**src/lsu_pkg.sv**
```systemverilog
`default_nettype none

package lsu_pkg;

    localparam int ADDR_WIDTH    = 32;
    localparam int DATA_WIDTH    = 32;
    localparam int BE_WIDTH      = DATA_WIDTH / 8;
    localparam int REG_ADDR_BITS = 5;

    // 256 words, indexed by paddr[9:2]
    localparam int RAM_ADDR_BITS = 8;

    localparam int FIFO_DEPTH = 4;

    // 4 KiB pages
    localparam int PPN_WIDTH = 20;

    typedef enum logic [3:0] {
        LD_B,
        LD_BU,
        LD_H,
        LD_HU,
        LD_W,
        ST_B,
        ST_H,
        ST_W,
        LL_W,
        SC_W
    } mem_op_e;

endpackage

`default_nettype wire

```
**src/excp_pkg.sv**
```systemverilog
`default_nettype none

package excp_pkg;

    localparam int PLV_WIDTH = 2;

    localparam logic [PLV_WIDTH-1:0] PLV_KERNEL = 2'd0;
    localparam logic [PLV_WIDTH-1:0] PLV_USER   = 2'd3;

    // Highest priority first after NONE
    typedef enum logic [2:0] {
        NONE,
        ADEM,
        TLBR,
        PIL,
        PIS,
        PPI,
        PME
    } excp_code_e;

endpackage

`default_nettype wire

```
**src/mem1_stage.sv**
```systemverilog
`timescale 1ns/10ps
`default_nettype none

module mem1_stage
    import lsu_pkg::*;
    import excp_pkg::*;
(
    input  wire logic                     clk,
    input  wire logic                     rst,

    input  wire logic                     in_valid_i,
    output logic                          in_ready_o,
    input  wire mem_op_e                  in_op_i,
    input  wire logic [ADDR_WIDTH-1:0]    in_vaddr_i,
    input  wire logic [DATA_WIDTH-1:0]    in_wdata_i,
    input  wire logic [REG_ADDR_BITS-1:0] in_waddr_i,
    input  wire logic                     in_trans_en_i,

    input  wire logic                     tlb_found_i,
    input  wire logic                     tlb_v_i,
    input  wire logic                     tlb_d_i,
    input  wire logic [PLV_WIDTH-1:0]     tlb_plv_i,
    input  wire logic [PPN_WIDTH-1:0]     tlb_ppn_i,
    input  wire logic [PLV_WIDTH-1:0]     csr_plv_i,

    output logic                          push_o,
    output mem_op_e                       push_op_o,
    output logic [ADDR_WIDTH-1:0]         push_paddr_o,
    output logic [BE_WIDTH-1:0]           push_be_o,
    output logic [DATA_WIDTH-1:0]         push_data_o,
    output logic                          push_we_o,
    output logic [REG_ADDR_BITS-1:0]      push_waddr_o,
    output excp_code_e                    push_excp_o,
    output logic                          push_sc_ok_o,
    input  wire logic                     full_i
);

    logic                  is_load;
    logic                  is_store;
    logic                  access;
    logic                  accept;
    logic                  ll_bit;
    logic [ADDR_WIDTH-1:0] paddr;
    logic [1:0]            offs;
    excp_code_e            excp;

    // LL counts as a load, SC as a store
    assign is_load  = in_op_i inside {LD_B, LD_BU, LD_H, LD_HU, LD_W, LL_W};
    assign is_store = in_op_i inside {ST_B, ST_H, ST_W, SC_W};
    assign access   = is_load | is_store;

    assign in_ready_o = !full_i;
    assign accept     = in_valid_i & in_ready_o;

    assign paddr = in_trans_en_i ? {tlb_ppn_i, in_vaddr_i[ADDR_WIDTH-PPN_WIDTH-1:0]}
                                 : in_vaddr_i;
    assign offs  = paddr[1:0];

    // First matching check wins
    always_comb begin
        excp = NONE;
        if (in_trans_en_i && access) begin
            if (csr_plv_i == PLV_USER && in_vaddr_i[ADDR_WIDTH-1])
                excp = ADEM;
            else if (!tlb_found_i)
                excp = TLBR;
            else if (!tlb_v_i)
                excp = is_load ? PIL : PIS;
            else if (csr_plv_i > tlb_plv_i)
                excp = PPI;
            else if (is_store && !tlb_d_i)
                excp = PME;
        end
    end

    // Byte lanes
    always_comb begin
        push_be_o   = '1;
        push_data_o = in_wdata_i;
        case (in_op_i)
            LD_B, LD_BU, ST_B: begin
                push_be_o   = BE_WIDTH'(1) << offs;
                push_data_o = in_wdata_i << {offs, 3'b000};
            end
            LD_H, LD_HU, ST_H: begin
                push_be_o   = BE_WIDTH'(3) << offs;
                push_data_o = in_wdata_i << {offs, 3'b000};
            end
            default: ;
        endcase
    end

    assign push_o       = accept;
    assign push_op_o    = in_op_i;
    assign push_paddr_o = paddr;
    assign push_waddr_o = in_waddr_i;
    assign push_excp_o  = excp;

    // A failed SC is pushed without a write
    assign push_we_o    = is_store && (in_op_i != SC_W || ll_bit);
    assign push_sc_ok_o = in_op_i == SC_W && ll_bit && excp == NONE;

    always_ff @(posedge clk) begin
        if (rst) begin
            ll_bit <= 1'b0;
        end else if (accept && excp == NONE) begin
            if (in_op_i == LL_W)
                ll_bit <= 1'b1;
            else if (in_op_i == SC_W)
                ll_bit <= 1'b0;
        end
    end

    // Execute side holds a stalled instruction until it is accepted
    assert property (@(posedge clk) disable iff (rst)
        in_valid_i && !in_ready_o |=> in_valid_i && $stable(in_op_i) && $stable(in_vaddr_i));

endmodule

`default_nettype wire

```
**config.mk**
```make
export PLATFORM = sky130hd
export DESIGN_NAME = mem1_stage
export DESIGN_NICKNAME = d
export VERILOG_FILES = /design/src/lsu_pkg.sv /design/src/excp_pkg.sv /design/src/mem1_stage.sv
export SDC_FILE = /design/constraint.sdc
export NUM_CORES = 1
export LEC_CHECK = 0
export BUFFER_PORTS_ARGS = -buffer_cell sky130_fd_sc_hd__buf_2
export CAP_MARGIN = 10
export CORE_MARGIN = 3
export CORE_UTILIZATION = 33
export CTS_CLUSTER_DIAMETER = 80
export DETAILED_ROUTE_END_ITERATION = 10
export PLACE_DENSITY = 0.93
export SLEW_MARGIN = 5
export SYNTH_ARGS = -nofsm -noshare
export SYNTH_HDL_FRONTEND = slang
export SYNTH_SLANG_ARGS = --single-unit
```
**constraint.sdc**
```tcl
create_clock -name clk -period 2.6 [get_ports clk]
set_clock_uncertainty 0.1 [all_clocks]
set_input_delay 0.65 -clock clk [delete_from_list [all_inputs] [get_ports clk]]
set_output_delay 0.65 -clock clk [all_outputs]
set_load 0.01 [all_outputs]
```
# Word level (Yosys, flattened, before mapping)
# Cells that the tools add are included.
# totals
reg_bits	1
inputBits	105
word_cells	49
# classes
order_cmp	1
eq_ne	11
shift	3
muxes	12
bitwise	2
reduce_logical	19
# ops
cell	count
$mux W32	2
$shl A32 B5 Y32	1
$mux W3	7
$eq A4 B3 Y1 const B	4
$eq A4 B2 Y1 const B	2
$eq A4 B4 Y1 const B	2
$pmux W4 S2	1
$logic_and A1 B1 Y1	7
$reduce_bool A6 Y1	1
$reduce_or A3 Y1	2
$reduce_or A6 Y1	1
$eq A4 B1 Y1 const B	1
$logic_not A4 Y1	1
$ne A4 B4 Y1 const B	1
$reduce_bool A4 Y1	1
$shl A1 B2 Y4 const A	1
$shl A2 B2 Y4 const A	1
$logic_not A3 Y1	1
$eq A2 B2 Y1 const B	1
$gt A2 B2 Y1	1
$logic_not A1 Y1	2
$mux W1	2
$reduce_and A2 Y1	1
$reduce_bool A2 Y1	1
3 further kinds	3

# Depth between registers and ports, before layout
# depth
depth_word	12
ltp_mapped	7

# Worst setup path before layout
# OpenSTA, ideal clock, no wires.
# synth_timing
path_kind	in2out
startpoint	input in_op_i[1]
endpoint	output push_data_o[10]
arrival_time_ns	1.801
t_required_ns	1.850
slack_ns	0.049
path_stages	6
path_buffers	3
cell_sequence	buf_2 -> xnor2_1 -> a21o_1 -> buf_2 -> buf_2 -> o31ai_1
# synth_between
elab_chain_cells	3
word_cells_on_any_way	8
# synth_rtl
element	line_no	text
from (decl)	mem1_stage.sv:13	input wire mem_op_e in_op_i,
$eq A4 B1 Y1 (tied with other cells)	mem1_stage.sv:80	case (in_op_i)
$reduce_or A6 Y1 (no source line) (*)	-	
$mux W32 (*)	-	
to (decl)	mem1_stage.sv:30	output logic [DATA_WIDTH-1:0] push_data_o,
# Mark *: on every way between the ends. The rest lies on a longest branch, timed or not.

# Worst setup path after layout
# layout_timing
startpoint	input csr_plv_i[1]
endpoint	output push_excp_o[0]
# layout_between
elab_chain_cells	6
word_cells_on_any_way	8
# layout_rtl
element	line_no	text
from (decl)	mem1_stage.sv:24	input wire logic [PLV_WIDTH-1:0] csr_plv_i,
$gt A2 B2 Y1	mem1_stage.sv:69	else if (csr_plv_i > tlb_plv_i)
$mux W3	mem1_stage.sv:69	
$mux W3	mem1_stage.sv:67	else if (!tlb_v_i)
$mux W3	mem1_stage.sv:65	else if (!tlb_found_i)
$mux W3 (*)	mem1_stage.sv:63	if (csr_plv_i == PLV_USER && in_vaddr_i[ADDR_WIDTH-1])
$mux W3 (*)	mem1_stage.sv:62	if (in_trans_en_i && access) begin
to (decl)	mem1_stage.sv:33	output excp_code_e push_excp_o,
# Marked as above.

==> results.md <==
* Status: finished with violations
* Failing checks: negative setup slack
* Max-slew headroom at 0.681
* Routed Antenna Nets at 0
* Most used DFF post-synth: dfxtp_1
* CP max stage delay at a little under 400 ps
* Synthesized area at 1470 um^2
* Layout cells sized above 1 at 0.629
* Post-Syn Area per Cell at 6.48 um^2
* Die H at around 73 um
* Worst hold-check path type: flop to flop
* R2R Setup Slk at between 1500 and 2000 ps
* Power per standard cell area at 212 nW/um^2
* Worst hold start: ll_bit
* Maximum fanout along the worst path at 2
* Worst Hold Depth at 2
* Total negative slack at -18.9 ps
* Maximum vdd drop at 0.124 mV
* Fillers at 372
* Pre-CTS WS at -168 ps
* Synth top area share at 0.153
* Most frequent cells after synthesis: nor2_1 (29), buf_4 (23), mux2_2 (20), nand2_1 (20), nor2b_1 (13)
* # DRC at 0
* P_leak at 0.00128 uW
* Max FFs per register at 1
* Synth Area in Compound Gates at 0.301
* Async S/R FF share, synth at 0
* Simple-gate share of the synthesized area at 0.245
* Core area at 4140 um^2
* Critical Setup Path Class: input port to output port
* Initial antenna violation count at 0
* Max-slew violations at 0
* Area contributors post-synth: mux2_2 (15%), buf_4 (12%), nor2_1 (7.4%)
* First DRT Iteration DRCs at 83
* Largest net degree at the start of global routing at 29
* Syn Nets at 334
* Worst reg2reg path depth at 2
* GRT Overall Usage at 0.210
* Register area share after synthesis at 0.0136
* DIE AREA at 5290 um^2
* RSZ-0062 raised after global routing: true
* Synth warnings at 0
* DP Area at 2220 um^2
* Multi-input combinational cell area at 1370 um^2
* Vias/cell at 5.36
* Clock Latency Late Sink at 0 ps
* # port buffers at between 150 and 200
* Most numerous cell in the Yosys netlist: nor2_1
* Mux contribution to synthesized area at 0.215
* Final hold viol count at 0
* MaxCap Viol Count at 0
* Die Wd at 72.7 um
* First-pass GRT wire length at 9100 um
* Design area at 2530 um^2
* Syn Inst Count at 227
* Startpoint types: input port
* Initial core utilization at 0.355
* Detailed Route WL at 6410 um
* ANT cells at 0
* Row cnt at 23
* Non-Filler Instances at 414
* Critical Path, Cell by Cell: buf_6 > ha_4 > nor2b_4 > o21ai_2 > or3b_4 > a21oi_2 > buf_2
* Worst Hold End: ll_bit
* GPL Wtd Cong at 0.841
* WL/cell at 15.5 um
* Final worst path period share at 1.01
* Max Clk Rate at ~380 MHz
* Reg-to-reg startpoint: ll_bit
* Final setup vio count at 1
* Unique masters post-synth at 35
* Layout Nets at about 470
* DP Cell Count at 411
* Reg area at ~20 um^2
* Setup WS post-layout at -18.9 ps
* Worst Path Required at 1850 ps
* CP Capture Type: output port
* EDFF count, synth at 0
* Vias in the first global route at about 2000
* Ports at between 150 and 200
* Worst Max-Slew Pin Slew at 478 ps
* Largest family of logic cells by synthesized area: compound AO/OA/AOI/OAI gates
* XOR/XNOR Fraction of Synth Area at 0.00596
* Synth area leader: mux2_2
* Clk slew on worst S/H paths at 0 ps
* R2r endpoint: ll_bit
* FF+latch count, synth at 1
* Period minus WS final at 2620 ps
* Largest Register: ll_bit
* TritonRoute pass-1 iters at 4
* Synth-to-layout area growth at 71.9%
* HPWL after DPL at a little over 5000 um
* Hold_buf cts at 0
* Biggest regs: ll_bit x1
* Finished Core Util at 0.610
* Critical path data arrival time at 1870 ps
* Via count at around 2200
* Overflow after GRT at 0
* Post-synthesis adder-cell area fraction at 0.0170
* CP max-delay cell: or3b_4
==> final cells by class <==
class / count / share of cell area
multi-input cells: 174 / 0.541
repair buffers: 178 / 0.409
flip-flops and latches: 1 / 0.00792
well taps: 50 / 0.0248
inverters: 11 / 0.0173
==> where the power goes <==
group          internal [uW]  switching (uW)  total [uW]
registers               15.8          0.0877        15.9
clock network              0               0           0
logic                    257             263         520
==> how the worst max path moves through the flow <==
stage | from | to | slack (ps) | cells past startpoint
after floorplan | in_op_i[1] | push_data_o[10] | 50 | 6
after global placement | in_op_i[1] | push_data_o[28] | -80 | 8
after detailed placement | in_op_i[1] | push_data_o[28] | -170 | 8
after CTS | in_op_i[2] | push_excp_o[0] | -10 | 6
after global routing | csr_plv_i[1] | push_excp_o[0] | -80 | 7
final | csr_plv_i[1] | push_excp_o[0] | -20 | 7
==> kinds of logic after synthesis <==
logic type	count (synthesis)
AOI/OAI and AO/OA	65
xor gates and xnor gates	1
adders and majority gates	2
buffers and inverters	52
DFF	1
muxes	29
and+or+nand+nor	77
==> placed cells by master, fill, tap and decap left out, drive strengths merged, types with 2 or more instances in the layout <==
cell type,Yosys,final
a22oi,8,8
and2,2,2
nor2b,13,13
nand2b,2,2
nand3,5,5
buf,30,178
nor2,31,31
o31ai,9,9
inv,11,11
a21oi,7,7
a211oi,7,7
nand2,20,20
mux2,21,21
mux2i,8,8
ha,2,2
o21ai,15,15
a31oi,8,8
o22a,7,7
==> critical path, delay by kind of cell <==
| kind | cells | cell delay (ps) |
|---|---|---|
| buf+inv | 2 | 240 |
| fa+ha+maj | 1 | 260 |
| compound gates | 2 | 200 |
| simple gates | 2 | 520 |
==> layer usage <==
metal,wire [um],share of wire,track usage
met1,2110,0.33,0.214
met2,3560,0.56,0.434
met3,535,0.083,0.0234
met4,202,0.032,0.0635
met5,0,0,0
==> what timing repair did <==
action                     in CTS  in global routing
gates resized for setup        15                 44
setup endpoints to repair      33                 28
pin swaps                      14                 23
buffers inserted                0                  2
gates cloned                    1                  0
==> through the flow <==
stage,hold WS [ps],total power [uW]
after CTS,537,489
after floorplan,442,285
final,538,536
after global placement,460,456
after global routing,561,582
after detailed placement,534,469
(Power assumes the default switching activity.)
