[src/lsu_pkg.sv]
`default_nettype none

package lsu_pkg;

    localparam int ADDR_WIDTH    = 32;
    localparam int DATA_WIDTH    = 32;
    localparam int BE_WIDTH      = DATA_WIDTH / 8;
    localparam int REG_ADDR_BITS = 5;

    // 256 words, indexed by paddr[9:2]
    localparam int RAM_ADDR_BITS = 8;

    localparam int FIFO_DEPTH = 4;

    // 4 KiB pages
    localparam int PPN_WIDTH = 20;

    typedef enum logic [3:0] {
        LD_B,
        LD_BU,
        LD_H,
        LD_HU,
        LD_W,
        ST_B,
        ST_H,
        ST_W,
        LL_W,
        SC_W
    } mem_op_e;

endpackage

`default_nettype wire

[src/excp_pkg.sv]
`default_nettype none

package excp_pkg;

    localparam int PLV_WIDTH = 2;

    localparam logic [PLV_WIDTH-1:0] PLV_KERNEL = 2'd0;
    localparam logic [PLV_WIDTH-1:0] PLV_USER   = 2'd3;

    // Highest priority first after NONE
    typedef enum logic [2:0] {
        NONE,
        ADEM,
        TLBR,
        PIL,
        PIS,
        PPI,
        PME
    } excp_code_e;

endpackage

`default_nettype wire

[src/mem_req_fifo.sv]
`timescale 1ns/10ps
`default_nettype none

module mem_req_fifo
    import lsu_pkg::*;
    import excp_pkg::*;
#(
    parameter int DEPTH = FIFO_DEPTH
) (
    input  wire logic                     clk,
    input  wire logic                     rst,

    input  wire logic                     push_i,
    input  wire mem_op_e                  push_op_i,
    input  wire logic [ADDR_WIDTH-1:0]    push_paddr_i,
    input  wire logic [BE_WIDTH-1:0]      push_be_i,
    input  wire logic [DATA_WIDTH-1:0]    push_data_i,
    input  wire logic                     push_we_i,
    input  wire logic [REG_ADDR_BITS-1:0] push_waddr_i,
    input  wire excp_code_e               push_excp_i,
    input  wire logic                     push_sc_ok_i,
    output logic                          full_o,

    output logic                          req_o,
    output mem_op_e                       head_op_o,
    output logic [ADDR_WIDTH-1:0]         head_paddr_o,
    output logic [BE_WIDTH-1:0]           head_be_o,
    output logic [DATA_WIDTH-1:0]         head_data_o,
    output logic                          head_we_o,
    output logic [REG_ADDR_BITS-1:0]      head_waddr_o,
    output excp_code_e                    head_excp_o,
    output logic                          head_sc_ok_o,
    input  wire logic                     ack_i
);

    localparam int PTR_W = (DEPTH > 1) ? $clog2(DEPTH) : 1;

    mem_op_e                  op_q    [DEPTH];
    logic [ADDR_WIDTH-1:0]    paddr_q [DEPTH];
    logic [BE_WIDTH-1:0]      be_q    [DEPTH];
    logic [DATA_WIDTH-1:0]    data_q  [DEPTH];
    logic                     we_q    [DEPTH];
    logic [REG_ADDR_BITS-1:0] waddr_q [DEPTH];
    excp_code_e               excp_q  [DEPTH];
    logic                     sc_ok_q [DEPTH];

    logic [PTR_W-1:0] wr_ptr;
    logic [PTR_W-1:0] rd_ptr;
    logic [PTR_W:0]   count;
    logic             pop;

    function automatic logic [PTR_W-1:0] next_ptr(input logic [PTR_W-1:0] p);
        return (p == PTR_W'(DEPTH - 1)) ? '0 : p + 1'b1;
    endfunction

    // Pop on the first cycle ack is seen
    assign pop    = req_o & ack_i;
    assign full_o = count == (PTR_W+1)'(DEPTH);

    always_ff @(posedge clk) begin
        if (push_i) begin
            op_q[wr_ptr]    <= push_op_i;
            paddr_q[wr_ptr] <= push_paddr_i;
            be_q[wr_ptr]    <= push_be_i;
            data_q[wr_ptr]  <= push_data_i;
            we_q[wr_ptr]    <= push_we_i;
            waddr_q[wr_ptr] <= push_waddr_i;
            excp_q[wr_ptr]  <= push_excp_i;
            sc_ok_q[wr_ptr] <= push_sc_ok_i;
        end
    end

    always_ff @(posedge clk) begin
        if (rst) begin
            wr_ptr <= '0;
            rd_ptr <= '0;
            count  <= '0;
            req_o  <= 1'b0;
        end else begin
            if (push_i)
                wr_ptr <= next_ptr(wr_ptr);
            if (pop)
                rd_ptr <= next_ptr(rd_ptr);
            count <= count + (PTR_W+1)'(push_i) - (PTR_W+1)'(pop);
            // New req only once the previous ack has gone low
            if (pop)
                req_o <= 1'b0;
            else if (!req_o && !ack_i && count != '0)
                req_o <= 1'b1;
        end
    end

    assign head_op_o    = op_q[rd_ptr];
    assign head_paddr_o = paddr_q[rd_ptr];
    assign head_be_o    = be_q[rd_ptr];
    assign head_data_o  = data_q[rd_ptr];
    assign head_we_o    = we_q[rd_ptr];
    assign head_waddr_o = waddr_q[rd_ptr];
    assign head_excp_o  = excp_q[rd_ptr];
    assign head_sc_ok_o = sc_ok_q[rd_ptr];

    assert property (@(posedge clk) disable iff (rst) count <= (PTR_W+1)'(DEPTH));

    assert property (@(posedge clk) disable iff (rst)
        req_o |=> !req_o || $stable({head_op_o, head_paddr_o, head_be_o, head_data_o,
                                     head_we_o, head_waddr_o, head_excp_o, head_sc_ok_o}));

endmodule

`default_nettype wire

[config.mk]
export PLATFORM = sky130hd
export DESIGN_NAME = mem_req_fifo
export DESIGN_NICKNAME = d
export VERILOG_FILES = /design/src/lsu_pkg.sv /design/src/excp_pkg.sv /design/src/mem_req_fifo.sv
export SDC_FILE = /design/constraint.sdc
export NUM_CORES = 1
export LEC_CHECK = 0
export CORE_ASPECT_RATIO = 1.2
export CORE_MARGIN = 4
export CORE_UTILIZATION = 59
export DETAILED_ROUTE_END_ITERATION = 10
export DONT_BUFFER_PORTS = 1
export PLACE_DENSITY = 0.82
export SYNTH_ARGS = -nofsm -noshare
export SYNTH_HDL_FRONTEND = slang
export SYNTH_SLANG_ARGS = --single-unit
[constraint.sdc]
create_clock -name clk -period 3.45 [get_ports clk]
set_clock_uncertainty 0.2 [all_clocks]
set_input_delay 0.5175 -clock clk [delete_from_list [all_inputs] [get_ports clk]]
set_output_delay 0.5175 -clock clk [all_outputs]
set_load 0.02 [all_outputs]
### Word-level counts from Yosys, hierarchy flattened

Memories as Yosys holds them, arrays and structs flattened. A register that Yosys moved wholly into a read port is not among the register bits.
Cells that the tools add are included.

| operators by class | value |
|---|---|
| add/subtract/negate cells | 4 |
| equal/unequal tests | 3 |
| muxes and demuxes | 20 |
| bitwise gates (word level) | 1 |
| reductions and logical operators | 6 |

Operators with widths:

| cell | number |
|---|---|
| 2-to-1 mux 2 bit | 18 |
| adder 2 x 1 -> 2 bit (second input constant) | 2 |
| equality test 2 bit (second input constant) | 2 |
| adder 3 x 1 -> 3 bit | 1 |
| equality test 3 bit (second input constant) | 1 |
| nonzero test 3 bit | 1 |
| subtractor 3 x 1 -> 3 bit | 1 |
| logical AND 1 bit | 2 |
| logical NOT 1 bit | 2 |
| 2-to-1 mux 1 bit | 2 |
| OR reduction 2 bit | 1 |
| bitwise AND 1 bit | 1 |

| word-level totals | value |
|---|---|
| flip-flop bits (word level) | 8 |
| memory bits (writable) | 328 |
| input port bits | 86 |
| output and inout port bits | 84 |
| word-level logic and storage cells | 46 |
| memories | 8 |

Memory list:

| name | depth | bits a word | rd ports | clocked after Yosys merged registers in | wr ports | line | source |
|---|---|---|---|---|---|---|---|
| data_q | 4 | 32 | 1 | 1 | 1 | mem_req_fifo.sv:41 | `logic [DATA_WIDTH-1:0] data_q [DEPTH];` |
| paddr_q | 4 | 32 | 1 | 1 | 1 | mem_req_fifo.sv:39 | `logic [ADDR_WIDTH-1:0] paddr_q [DEPTH];` |
| waddr_q | 4 | 5 | 1 | 1 | 1 | mem_req_fifo.sv:43 | `logic [REG_ADDR_BITS-1:0] waddr_q [DEPTH];` |
| be_q | 4 | 4 | 1 | 1 | 1 | mem_req_fifo.sv:40 | `logic [BE_WIDTH-1:0] be_q [DEPTH];` |
| op_q | 4 | 4 | 1 | 1 | 1 | mem_req_fifo.sv:38 | `mem_op_e op_q [DEPTH];` |
| excp_q | 4 | 3 | 1 | 1 | 1 | mem_req_fifo.sv:44 | `excp_code_e excp_q [DEPTH];` |
| +2 memories | n/a | n/a | n/a | n/a | n/a | n/a |  |

### Depth between registers and ports, before layout

Gate-level depths: netlist of run 1.

| logic depth | value |
|---|---|
| depth after elaboration | 4 |
| mapped depth | 6 |
| depth with buffers taken out | 6 |

### Worst setup path before layout of run 1

No wires, ideal clock.

| timing path | value |
|---|---|
| path kind | register to register |
| start point | register wr_ptr[0] |
| end point | memory be_q[0][0] (netlist name) (enable) |
| setup time | 449 ps |
| data arrival time | 2,446 ps |
| slack | 354 ps |
| stages on the path, launching flop included | 4 |
| path buffers | 0 |
| clock period less this slack | 3,096 ps |
| path through | dfxtp_1 -> inv_1 -> ha_1 -> and2_1 |

RTL lines:

| item | line | source |
|---|---|---|
| start: declaration | mem_req_fifo.sv:47 | `logic [PTR_W-1:0] wr_ptr;` |
| start signal: assignment | mem_req_fifo.sv:81 | `wr_ptr <= next_ptr(wr_ptr);` |
| end: declaration | mem_req_fifo.sv:40 |  |

Straight into the memory's write port.

==> results of run 1 <==
## sequential cells by signal (all words and copies together), names as in the netlist, named ones only
signal,flops
data_q,128
op_q,16
count,3
rd_ptr,2
be_q,16
req_o,1
waddr_q,20
paddr_q,128
sc_ok_q,4
we_q,4
excp_q,12
wr_ptr,2
## worst max-delay path, stage by stage, from the launching register on
cell and delay [ns]:
dfxtp_4 0.52, buf_12 0.33, mux4_1 0.74
## layout make-up
type,count,area share [%]
clock inverter,14,1.67
clock buffer,37,5.47
sequential,338,68.9
tap,265,2.27
inverter,3,0.0771
timing repair buffer,98,6.96
multi-input combinational,116,14.7
## cell usage in the layout, fill, tap and decap left out, types with 3 or more instances in the layout
| cell | count |
|---|---|
| a21oi_1 | 5 |
| and2_4 | 4 |
| buf_12 | 5 |
| buf_4 | 6 |
| bufinv_16 | 7 |
| clkbuf_1 | 6 |
| clkbuf_16 | 31 |
| clkinv_1 | 3 |
| clkinv_2 | 3 |
| dfxtp_1 | 8 |
| dlygate4sd3_1 | 87 |
| edfxtp_1 | 328 |
| ha_1 | 6 |
| inv_1 | 3 |
| mux4_2 | 81 |
## path summary, 6_finish.rpt
path                               start                     end  slack (ns)  cells past startpoint
setup reg to reg      req_o$_SDFFE_PP0P_     count[2]$_SDFF_PP0_        1.22                      6
hold reg to reg   wr_ptr[0]$_SDFFE_PP0P_  wr_ptr[0]$_SDFFE_PP0P_        0.35                      2
setup / recovery                    flop            head_op_o[3]        0.56                      2
hold / removal                    push_i  wr_ptr[0]$_SDFFE_PP0P_        0.06                      2
## power breakdown
| group | internal (mW) | switching, mW | total, mW |
|---|---|---|---|
| clock network | 2.15 | 1.33 | 3.48 |
| registers | 4.69 | 0.0688 | 4.75 |
| logic | 0.302 | 0.436 | 0.739 |
## kinds of logic (layout without fill, tap and decap cells)
logic type / Yosys count / count (layout) / synth area share, %
buffers and inverters: 22 / 152 / 1.85
xor gates and xnor gates: 2 / 2 / 0.262
and+or+nand+nor: 17 / 17 / 0.846
AOI/OAI and AO/OA: 7 / 7 / 0.363
DFF: 338 / 338 / 80.9
adders and majority gates: 7 / 7 / 0.766
muxes: 83 / 83 / 15.0
## per-stage QoR
step / instances / setup slack (ns)
finish: 871 / 0.565
global route: 871 / 0.439
CTS: 871 / 0.525
detailed placement: 733 / 1.10
global placement: 733 / 1.11
floorplan: 476 / 0.354
## layer usage
metal | part of all wire (%) | up-vias | routed length, um
met2 | 54 | 192 | 12400
met3 | 6.2 | 45 | 1420
li1 | - | 2262 | -
met5 | 0 | - | 0
met1 | 36 | 2711 | 8290
met4 | 3.2 | 0 | 737
==> run_results.csv, run 1 <==
group,metric,value,unit
synthesis,synth.area.top_cells,"edfxtp_1 79%, mux4_2 15%, dfxtp_1 1.6%, buf_12 1.3%, ha_1 0.60%",
synthesis,synthTopCellsByCount,"328 x edfxtp_1, 81 x mux4_2, 10 x dfxtp_1",
detailed_routing,via_per_inst,5.98,
worst_setup_path,end_kind,"primary output",
synthesis,synth_area,12400,um^2
synthesis,ys_async_sr_fraction,0,%
clock_network,ctsResizeCount,0,
clock_network,cts-root-buf,"clkbuf_16",
synthesis,synth-edff-count,328,
outcome,status,"finished clean",
synthesis,synth.top_cell.area_share,79.3,%
timing,min_period_over_period,83.6,%
worst_setup_path,critical_path_class,"flop to primary output",
detailed_routing,drt-initial-drc-count,359,
place,numPortBuffers,0,
clock_network,clk_pin_slew,0.06,ns
timing,finalMaxSlewViolations,0,
clock_network,clock-sinks,338,
synthesis,synth_fp_nets,569,
synthesis,synth_area_leader_cell,"edfxtp_1",
global_routing,use_met3,4.10,%
detailed_routing,via_count,5210,
clock_network,hold_buffers,87,
timing,grt_setup_unrepaired,"false",
clock_network,ctsLongestPathBuffers,3,
clock_network,cts-buffers-inserted,30,
clock_network,clk_latency,0.53,ns
finish,nFillCells,1147,
worst_setup_path,arrival,2.17,ns
pwr,powerDensity,614,nW/um^2
detailed_routing,drtPass1Iterations,4,
synthesis,yosysWarnings,0,
timing,fin_hold_ws,0.0631,ns
clock_network,cts_setup_buffers,0,
place,place_hpwl,13400,um
global_routing,grt_use_total,19.7,%
synthesis,synthCells,476,
synthesis,seq_area_frac_synth,80.9,%
floorplanning,dieArea,23400,um^2
worst_setup_path,timing.critical_path.required,2.73,ns
timing,hold_viol,0,
synthesis,ys.flop_type,"edfxtp_1",
global_routing,grt-ovfl-total,0,
job,maxCapViolations,0,
floorplanning,dieHeight,167,um
detailed_routing,wl_per_cell,26.2,um
worst_setup_path,cp-start-kind,"flop",
finish,multi_input_area,2150,um^2
global_routing,grt_pass1_wl,35300,um
floorplanning,ioPinCount,170,
finish,drive_gt1_share,23.8,%
finish,diodes,0,
synthesis,yosysUniqueCellTypes,28,
place,gp_congestion,0.738,
detailed_routing,ant_nets,0,
timing,period_minus_slack,2.89,ns
timing,slew_headroom,50.4,%
timing,tightest_slew,0.744,ns
detailed_routing,wirelength,22900,um
global_routing,first_global_vias,5747,
floorplanning,die_w,140,um
finish,design_area,14600,um^2
timing,setup_viol,0,
global_routing,grt_busiest_layer,"met2",
synthesis,synthMostInstantiatedCell,"edfxtp_1",
global_routing,use_met1,25.4,%
timing,fin_setup_tns,0,ns
detailed_routing,route.detailed.drc,0,
finish,finalCoreUtilization,71.4,%
global_routing,antenna_found_initial,0,
clock_network,cts_tree,"yes",
place,dpl_cell_area,12700,um^2
pwr,power.total,8.97,mW
finish,area_delta_synth_final,17.6,%
floorplanning,initial_core_util,60.7,%
floorplanning,num_rows,57,
timing,fmax,347,MHz
finish,num-nets-final,680,
finish,seqCellArea,10100,um^2
synthesis,synth-seq-cells,338,
hold_path,hold_path.class,"input pin to flop",
pwr,ir_worst_vdd,0.501,mV
global_routing,grt_max_degree,51,
synthesis,synth_area_per_cell,26.1,um^2
pwr,p_leak,4.59,nW
worst_setup_path,crit_fanout,38,
clock_network,htree_levels,1,
global_routing,use_met2,34.2,%
floorplanning,core_area,20500,um^2
Power figures use the tool's default switching activity.
==> run 2: changes to the inputs <==
- CORE_UTILIZATION: 59 -> 56
- PLACE_DENSITY: 0.82 -> 0.81
- clock period: 3.45 -> 2.59 ns (I/O delays scaled with it)
==> run_results.csv, run 2 (synthesis gave the netlist of run 1 again) <==
group,metric,value,unit
clock_network,ctsResizeCount,0,
finish,num-nets-final,686,
finish,multi_input_area,2150,um^2
clock_network,clk_latency,0.55,ns
detailed_routing,drtPass1Iterations,4,
timing,setup_ws,0.0922,ns
global_routing,grt_max_degree,36,
global_routing,grt_use_total,18.8,%
worst_setup_path,cp-start-kind,"flop",
detailed_routing,via_count,5222,
detailed_routing,ant_nets,0,
pwr,ir_worst_vdd,0.643,mV
finish,nFillCells,1294,
finish,reg.largest.list,"data_q (128), paddr_q (128), waddr_q (20)",
timing,fmax,400,MHz
floorplanning,num_rows,59,
timing,fin_setup_tns,0,ns
worst_setup_path,crit_fanout,32,
outcome,status,"finished clean",
clock_network,clk_pin_slew,0.06,ns
worst_setup_path,arrival,1.91,ns
hold_path,hold_path.class,"input pin to flop",
global_routing,first_global_vias,5621,
place,gp_congestion,0.801,
floorplanning,dieArea,24600,um^2
detailed_routing,route.met3.wl,1560,um
finish,design_area,14600,um^2
place,numPortBuffers,0,
place,place_hpwl,13200,um
pwr,sequentialPowerShare,55.0,%
detailed_routing,wl_per_cell,25.7,um
floorplanning,dieHeight,171,um
detailed_routing,route.detailed.drc,0,
clock_network,ctsLongestPathBuffers,3,
pwr,p_leak,4.60,nW
detailed_routing,topRoutingLayerUsed,"met5",
timing,slew_headroom,48.2,%
worst_setup_path,ff2ff_path_depth,6,
clock_network,cts_tree,"yes",
detailed_routing,wl_met1,8720,um
place,pre_cts_ws,0.427,ns
worst_setup_path,end_kind,"primary output",
worst_setup_path,critical_path_class,"flop to primary output",
detailed_routing,via_per_inst,5.87,
floorplanning,ioPinCount,170,
timing,setup_viol,0,
clock_network,htree_levels,1,
pwr,pwr-share-clk,36.1,%
pwr,comb_power_share,8.9,%
clock_network,cts-root-buf,"clkbuf_16",
detailed_routing,drt-initial-drc-count,306,
hold_path,min_from,"push_i",
worst_setup_path,rr_startpoint,"req_o$_SDFFE_PP0P_",
place,dpl_cell_area,12800,um^2
finish,seqCellArea,10100,um^2
timing,finalMaxSlewViolations,0,
finish,area_delta_synth_final,17.9,%
job,maxCapViolations,0,
finish,final_cell_mix,"328 x edfxtp_1, 86 x dlygate4sd3_1, 81 x mux4_2, 31 x clkbuf_16, 12 x buf_12",
timing,min_period_over_period,96.4,%
floorplanning,die_w,144,um
detailed_routing,dr_wl_met2,12300,um
pwr,powerDensity,785,nW/um^2
pwr,p_int,9.04,mW
timing,grt_setup_unrepaired,"false",
global_routing,grt_pass1_wl,34700,um
finish,drive_gt1_share,24.0,%
detailed_routing,wirelength,22900,um
global_routing,grt-ovfl-total,0,
clock_network,cts-buffers-inserted,30,
timing,period_minus_slack,2.50,ns
hold_path,hold_depth,1,
pwr,swShare,21.3,%
finish,layout_commonest_cell,"edfxtp_1",
timing,hold_viol,0,
timing,tightest_slew,0.775,ns
worst_setup_path,timing.critical_path.required,2.00,ns
finish,diodes,0,
pwr,switchingPower,2.45,mW
global_routing,antenna_found_initial,2,
floorplanning,initial_core_util,57.0,%
floorplanning,core_area,21800,um^2
clock_network,clock-sinks,338,
worst_setup_path,reg2reg_slack,0.33,ns
## run 2: changes by cell type in the layout (fill, tap and decap cells not counted), moves of 2 or more
cell / before / now
buf_12: 5 / 12
clkinv_1: 3 / 9
clkinv_2: 3 / 5
bufinv_16: 7 / 2
## run 2: worst max-delay path, cell delays in order, from the launching register on
cell and delay [ns]:
dfxtp_4 0.42, buf_12 0.28, mux4_2 0.64
## run 2: final cells by class
type	instances	share of cell area, %
clock inverters	17	0.872
well taps	274	2.34
inverters	3	0.0769
repair buffers	104	7.88
flip-flops and latches	338	68.7
clock buffers	38	5.48
multi-input cells	116	14.7
## run 2: final timing paths
kind                                                 to
worst min-delay path            data_q[0][11]$_DFFE_PP_
worst max-delay path                    head_data_o[20]
worst min register to register   wr_ptr[0]$_SDFFE_PP0P_
worst max register to register      count[2]$_SDFF_PP0_
## run 2: metrics by stage
step	util [%]	power, mW	instances	hold WS, ns
6_report	67.2	11.5	890	0.0985
5_1_grt	67.2	11.9	890	0.0919
4_1_cts	67.2	11.6	889	0.0963
3_5_place_dp	58.8	7.30	745	0.261
3_3_place_gp	58.8	7.27	745	0.260
2_1_floorplan	-	7.14	476	0.268
## run 2: repair_timing
item,in CTS,in global routing
buffers inserted,3,1
endpoints found under the hold margin,338,0
endpoints found under the setup margin,67,15
hold buffers,86,0
## run 2: per-layer routing
layer	up-vias	GRT usage, %
met1	2735	24.7
met2	173	32.6
met5	-	0
li1	2283	-
met4	4	4.01
met3	27	4.39
## run 2: power by group through the flow
stage	clock [mW]	sequential, mW	combinational [mW]
3_3_place_gp	0	6.43	0.834
2_1_floorplan	0	6.41	0.733
6_report	4.15	6.32	1.02
5_1_grt	4.48	6.34	1.09
3_5_place_dp	0	6.45	0.850
4_1_cts	4.23	6.32	1.03
==> run 3: changes to the inputs <==
- CELL_PAD_IN_SITES_DETAIL_PLACEMENT: unset -> 0
- CELL_PAD_IN_SITES_GLOBAL_PLACEMENT: unset -> 1
- CORE_UTILIZATION: 56 -> 50
- CTS_CLUSTER_SIZE: unset -> 24
- PLACE_DENSITY: 0.81 -> 0.82
==> run_results.csv, run 3 (synthesis gave the netlist of run 1 again) <==
group,metric,value,unit
floorplanning,dieArea,27400,um^2
worst_setup_path,crit_fanout,30,
detailed_routing,via_count,5367,
worst_setup_path,arrival,1.88,ns
place,gp_congestion,0.736,
floorplanning,dieHeight,181,um
global_routing,grt-ovfl-total,0,
timing,tightest_slew,0.702,ns
floorplanning,die_w,152,um
timing,period_minus_slack,2.47,ns
timing,fin_setup_tns,0,ns
floorplanning,num_rows,62,
clock_network,clock-sinks,338,
finish,drive_gt1_share,26.8,%
pwr,p_leak,4.78,nW
pwr,powerDensity,837,nW/um^2
finish,num-nets-final,698,
finish,final_cell_mix,"328 x edfxtp_1, 86 x dlygate4sd3_1, 81 x mux4_2, 34 x clkbuf_16, 14 x buf_4",
detailed_routing,wl_per_cell,24.6,um
pwr,pwr-share-clk,41.5,%
place,place_hpwl,14100,um
pwr,comb_power_share,8.2,%
clock_network,cts-root-buf,"clkbuf_16",
detailed_routing,wirelength,23400,um
finish,reg.largest.list,"data_q (128), paddr_q (128), waddr_q (20)",
timing,finalMaxSlewViolations,0,
finish,diodes,0,
finish,layout_commonest_cell,"edfxtp_1",
global_routing,use_met1,21.3,%
pwr,power.total,12.6,mW
pwr,p_int,9.96,mW
pwr,sequentialPowerShare,50.2,%
worst_setup_path,end_kind,"primary output",
hold_path,hold_path.class,"input pin to flop",
global_routing,antenna_found_initial,2,
detailed_routing,drt-initial-drc-count,258,
floorplanning,core_area,24200,um^2
detailed_routing,ant_nets,0,
place,numPortBuffers,0,
clock_network,clk_latency,0.49,ns
pwr,ir_worst_vdd,0.734,mV
finish,area_delta_synth_final,21.1,%
timing,setup_viol,0,
worst_setup_path,cp-start-kind,"flop",
global_routing,grt_pass1_wl,36100,um
global_routing,use_met3,4.23,%
pwr,swShare,20.8,%
global_routing,use_met2,29.8,%
clock_network,cts_tree,"yes",
clock_network,ctsLongestPathBuffers,3,
global_routing,grt_busiest_layer,"met2",
global_routing,first_global_vias,5792,
pwr,switchingPower,2.62,mW
worst_setup_path,critical_path_class,"flop to primary output",
detailed_routing,drtPass1Iterations,4,
worst_setup_path,timing.critical_path.required,2.00,ns
clock_network,cts-buffers-inserted,34,
timing,grt_setup_unrepaired,"false",
detailed_routing,route.detailed.drc,0,
global_routing,grt_max_degree,53,
floorplanning,initial_core_util,51.3,%
clock_network,clk_pin_slew,0.06,ns
floorplanning,ioPinCount,170,
job,maxCapViolations,0,
outcome,status,"finished clean",
timing,slew_headroom,53.1,%
timing,min_period_over_period,95.4,%
clock_network,htree_levels,2,
clock_network,ctsResizeCount,0,
global_routing,grt_use_total,17.0,%
timing,fin_hold_ws,0.0795,ns
timing,fmax,405,MHz
timing,hold_viol,0,
detailed_routing,via_per_inst,5.64,
-- run 3: cell count changes in the layout (fill, tap and decap cells not counted), moves of 2 or more --
| cell | change |
|---|---|
| inv_6 | +2 |
| clkbuf_8 | +2 |
| clkinv_1 | -3 |
| buf_4 | +9 |
| clkbuf_1 | -3 |
| clkbuf_16 | +3 |
| bufinv_16 | +6 |
-- run 3: final timing paths --
check	end	startpoint	cells after the start	slack, ns
worst max-delay path	head_op_o[3]	flop	2	0.12
worst min-delay path	op_q[1][1]$_DFFE_PP_	push_i	1	0.08
worst max register to register	count[2]$_SDFF_PP0_	req_o$_SDFFE_PP0P_	6	0.42
worst min register to register	wr_ptr[0]$_SDFFE_PP0P_	wr_ptr[0]$_SDFFE_PP0P_	2	0.33
-- run 3: cell type report --
class | instances | area [um^2]
Tap cell | 320 | 400
Inverter | 3 | 11.3
Sequential cell | 338 | 10100
Clock buffer | 40 | 893
Fill cell | 1584 | 9160
Timing Repair Buffer | 112 | 1210
Clock inverter | 22 | 324
Multi-Input combinational cell | 116 | 2150
-- run 3: routing by layer --
metal  part of all wire, %  wire length, um  vias to the layer above
met1                    38             8980                     2828
met3                   5.6             1310                       43
met2                    54            12600                      187
met4                   2.3              534                        4
li1                      -                -                     2305
met5                  0.13               31                        -
-- run 3: power by group through the flow --
stage	registers (mW)	clock network [mW]	logic, mW
floorplan	6.41	0	0.733
global placement	6.43	0	0.847
detailed placement	6.45	0	0.860
CTS	6.32	5.32	1.06
global route	6.33	5.59	1.11
finish	6.32	5.23	1.04
-- run 3: critical path, stage by stage (launching register included) --
cell,delay [ns]
dfxtp_4,0.65
buf_12,0.27
mux4_1,0.45
-- run 3: repair_timing --
| item | 4_1_cts | 5_1_grt |
|---|---|---|
| endpoints found under the setup margin | 56 | 0 |
| hold buffers | 86 | 0 |
| hold endpoints to repair | 338 | 0 |
| setup buffers | 3 | 0 |
-- run 3: through the flow --
step / setup slack (ns) / instances / util (%) / cell area [um^2]
after floorplan: 0.395 / 476 / - / 12400
after global placement: 0.470 / 800 / 53.4 / 12900
after detailed placement: 0.418 / 800 / 53.4 / 12900
after CTS: 0.0844 / 951 / 62.1 / 15000
after global routing: 0.0271 / 951 / 62.1 / 15000
final: 0.118 / 951 / 62.1 / 15000
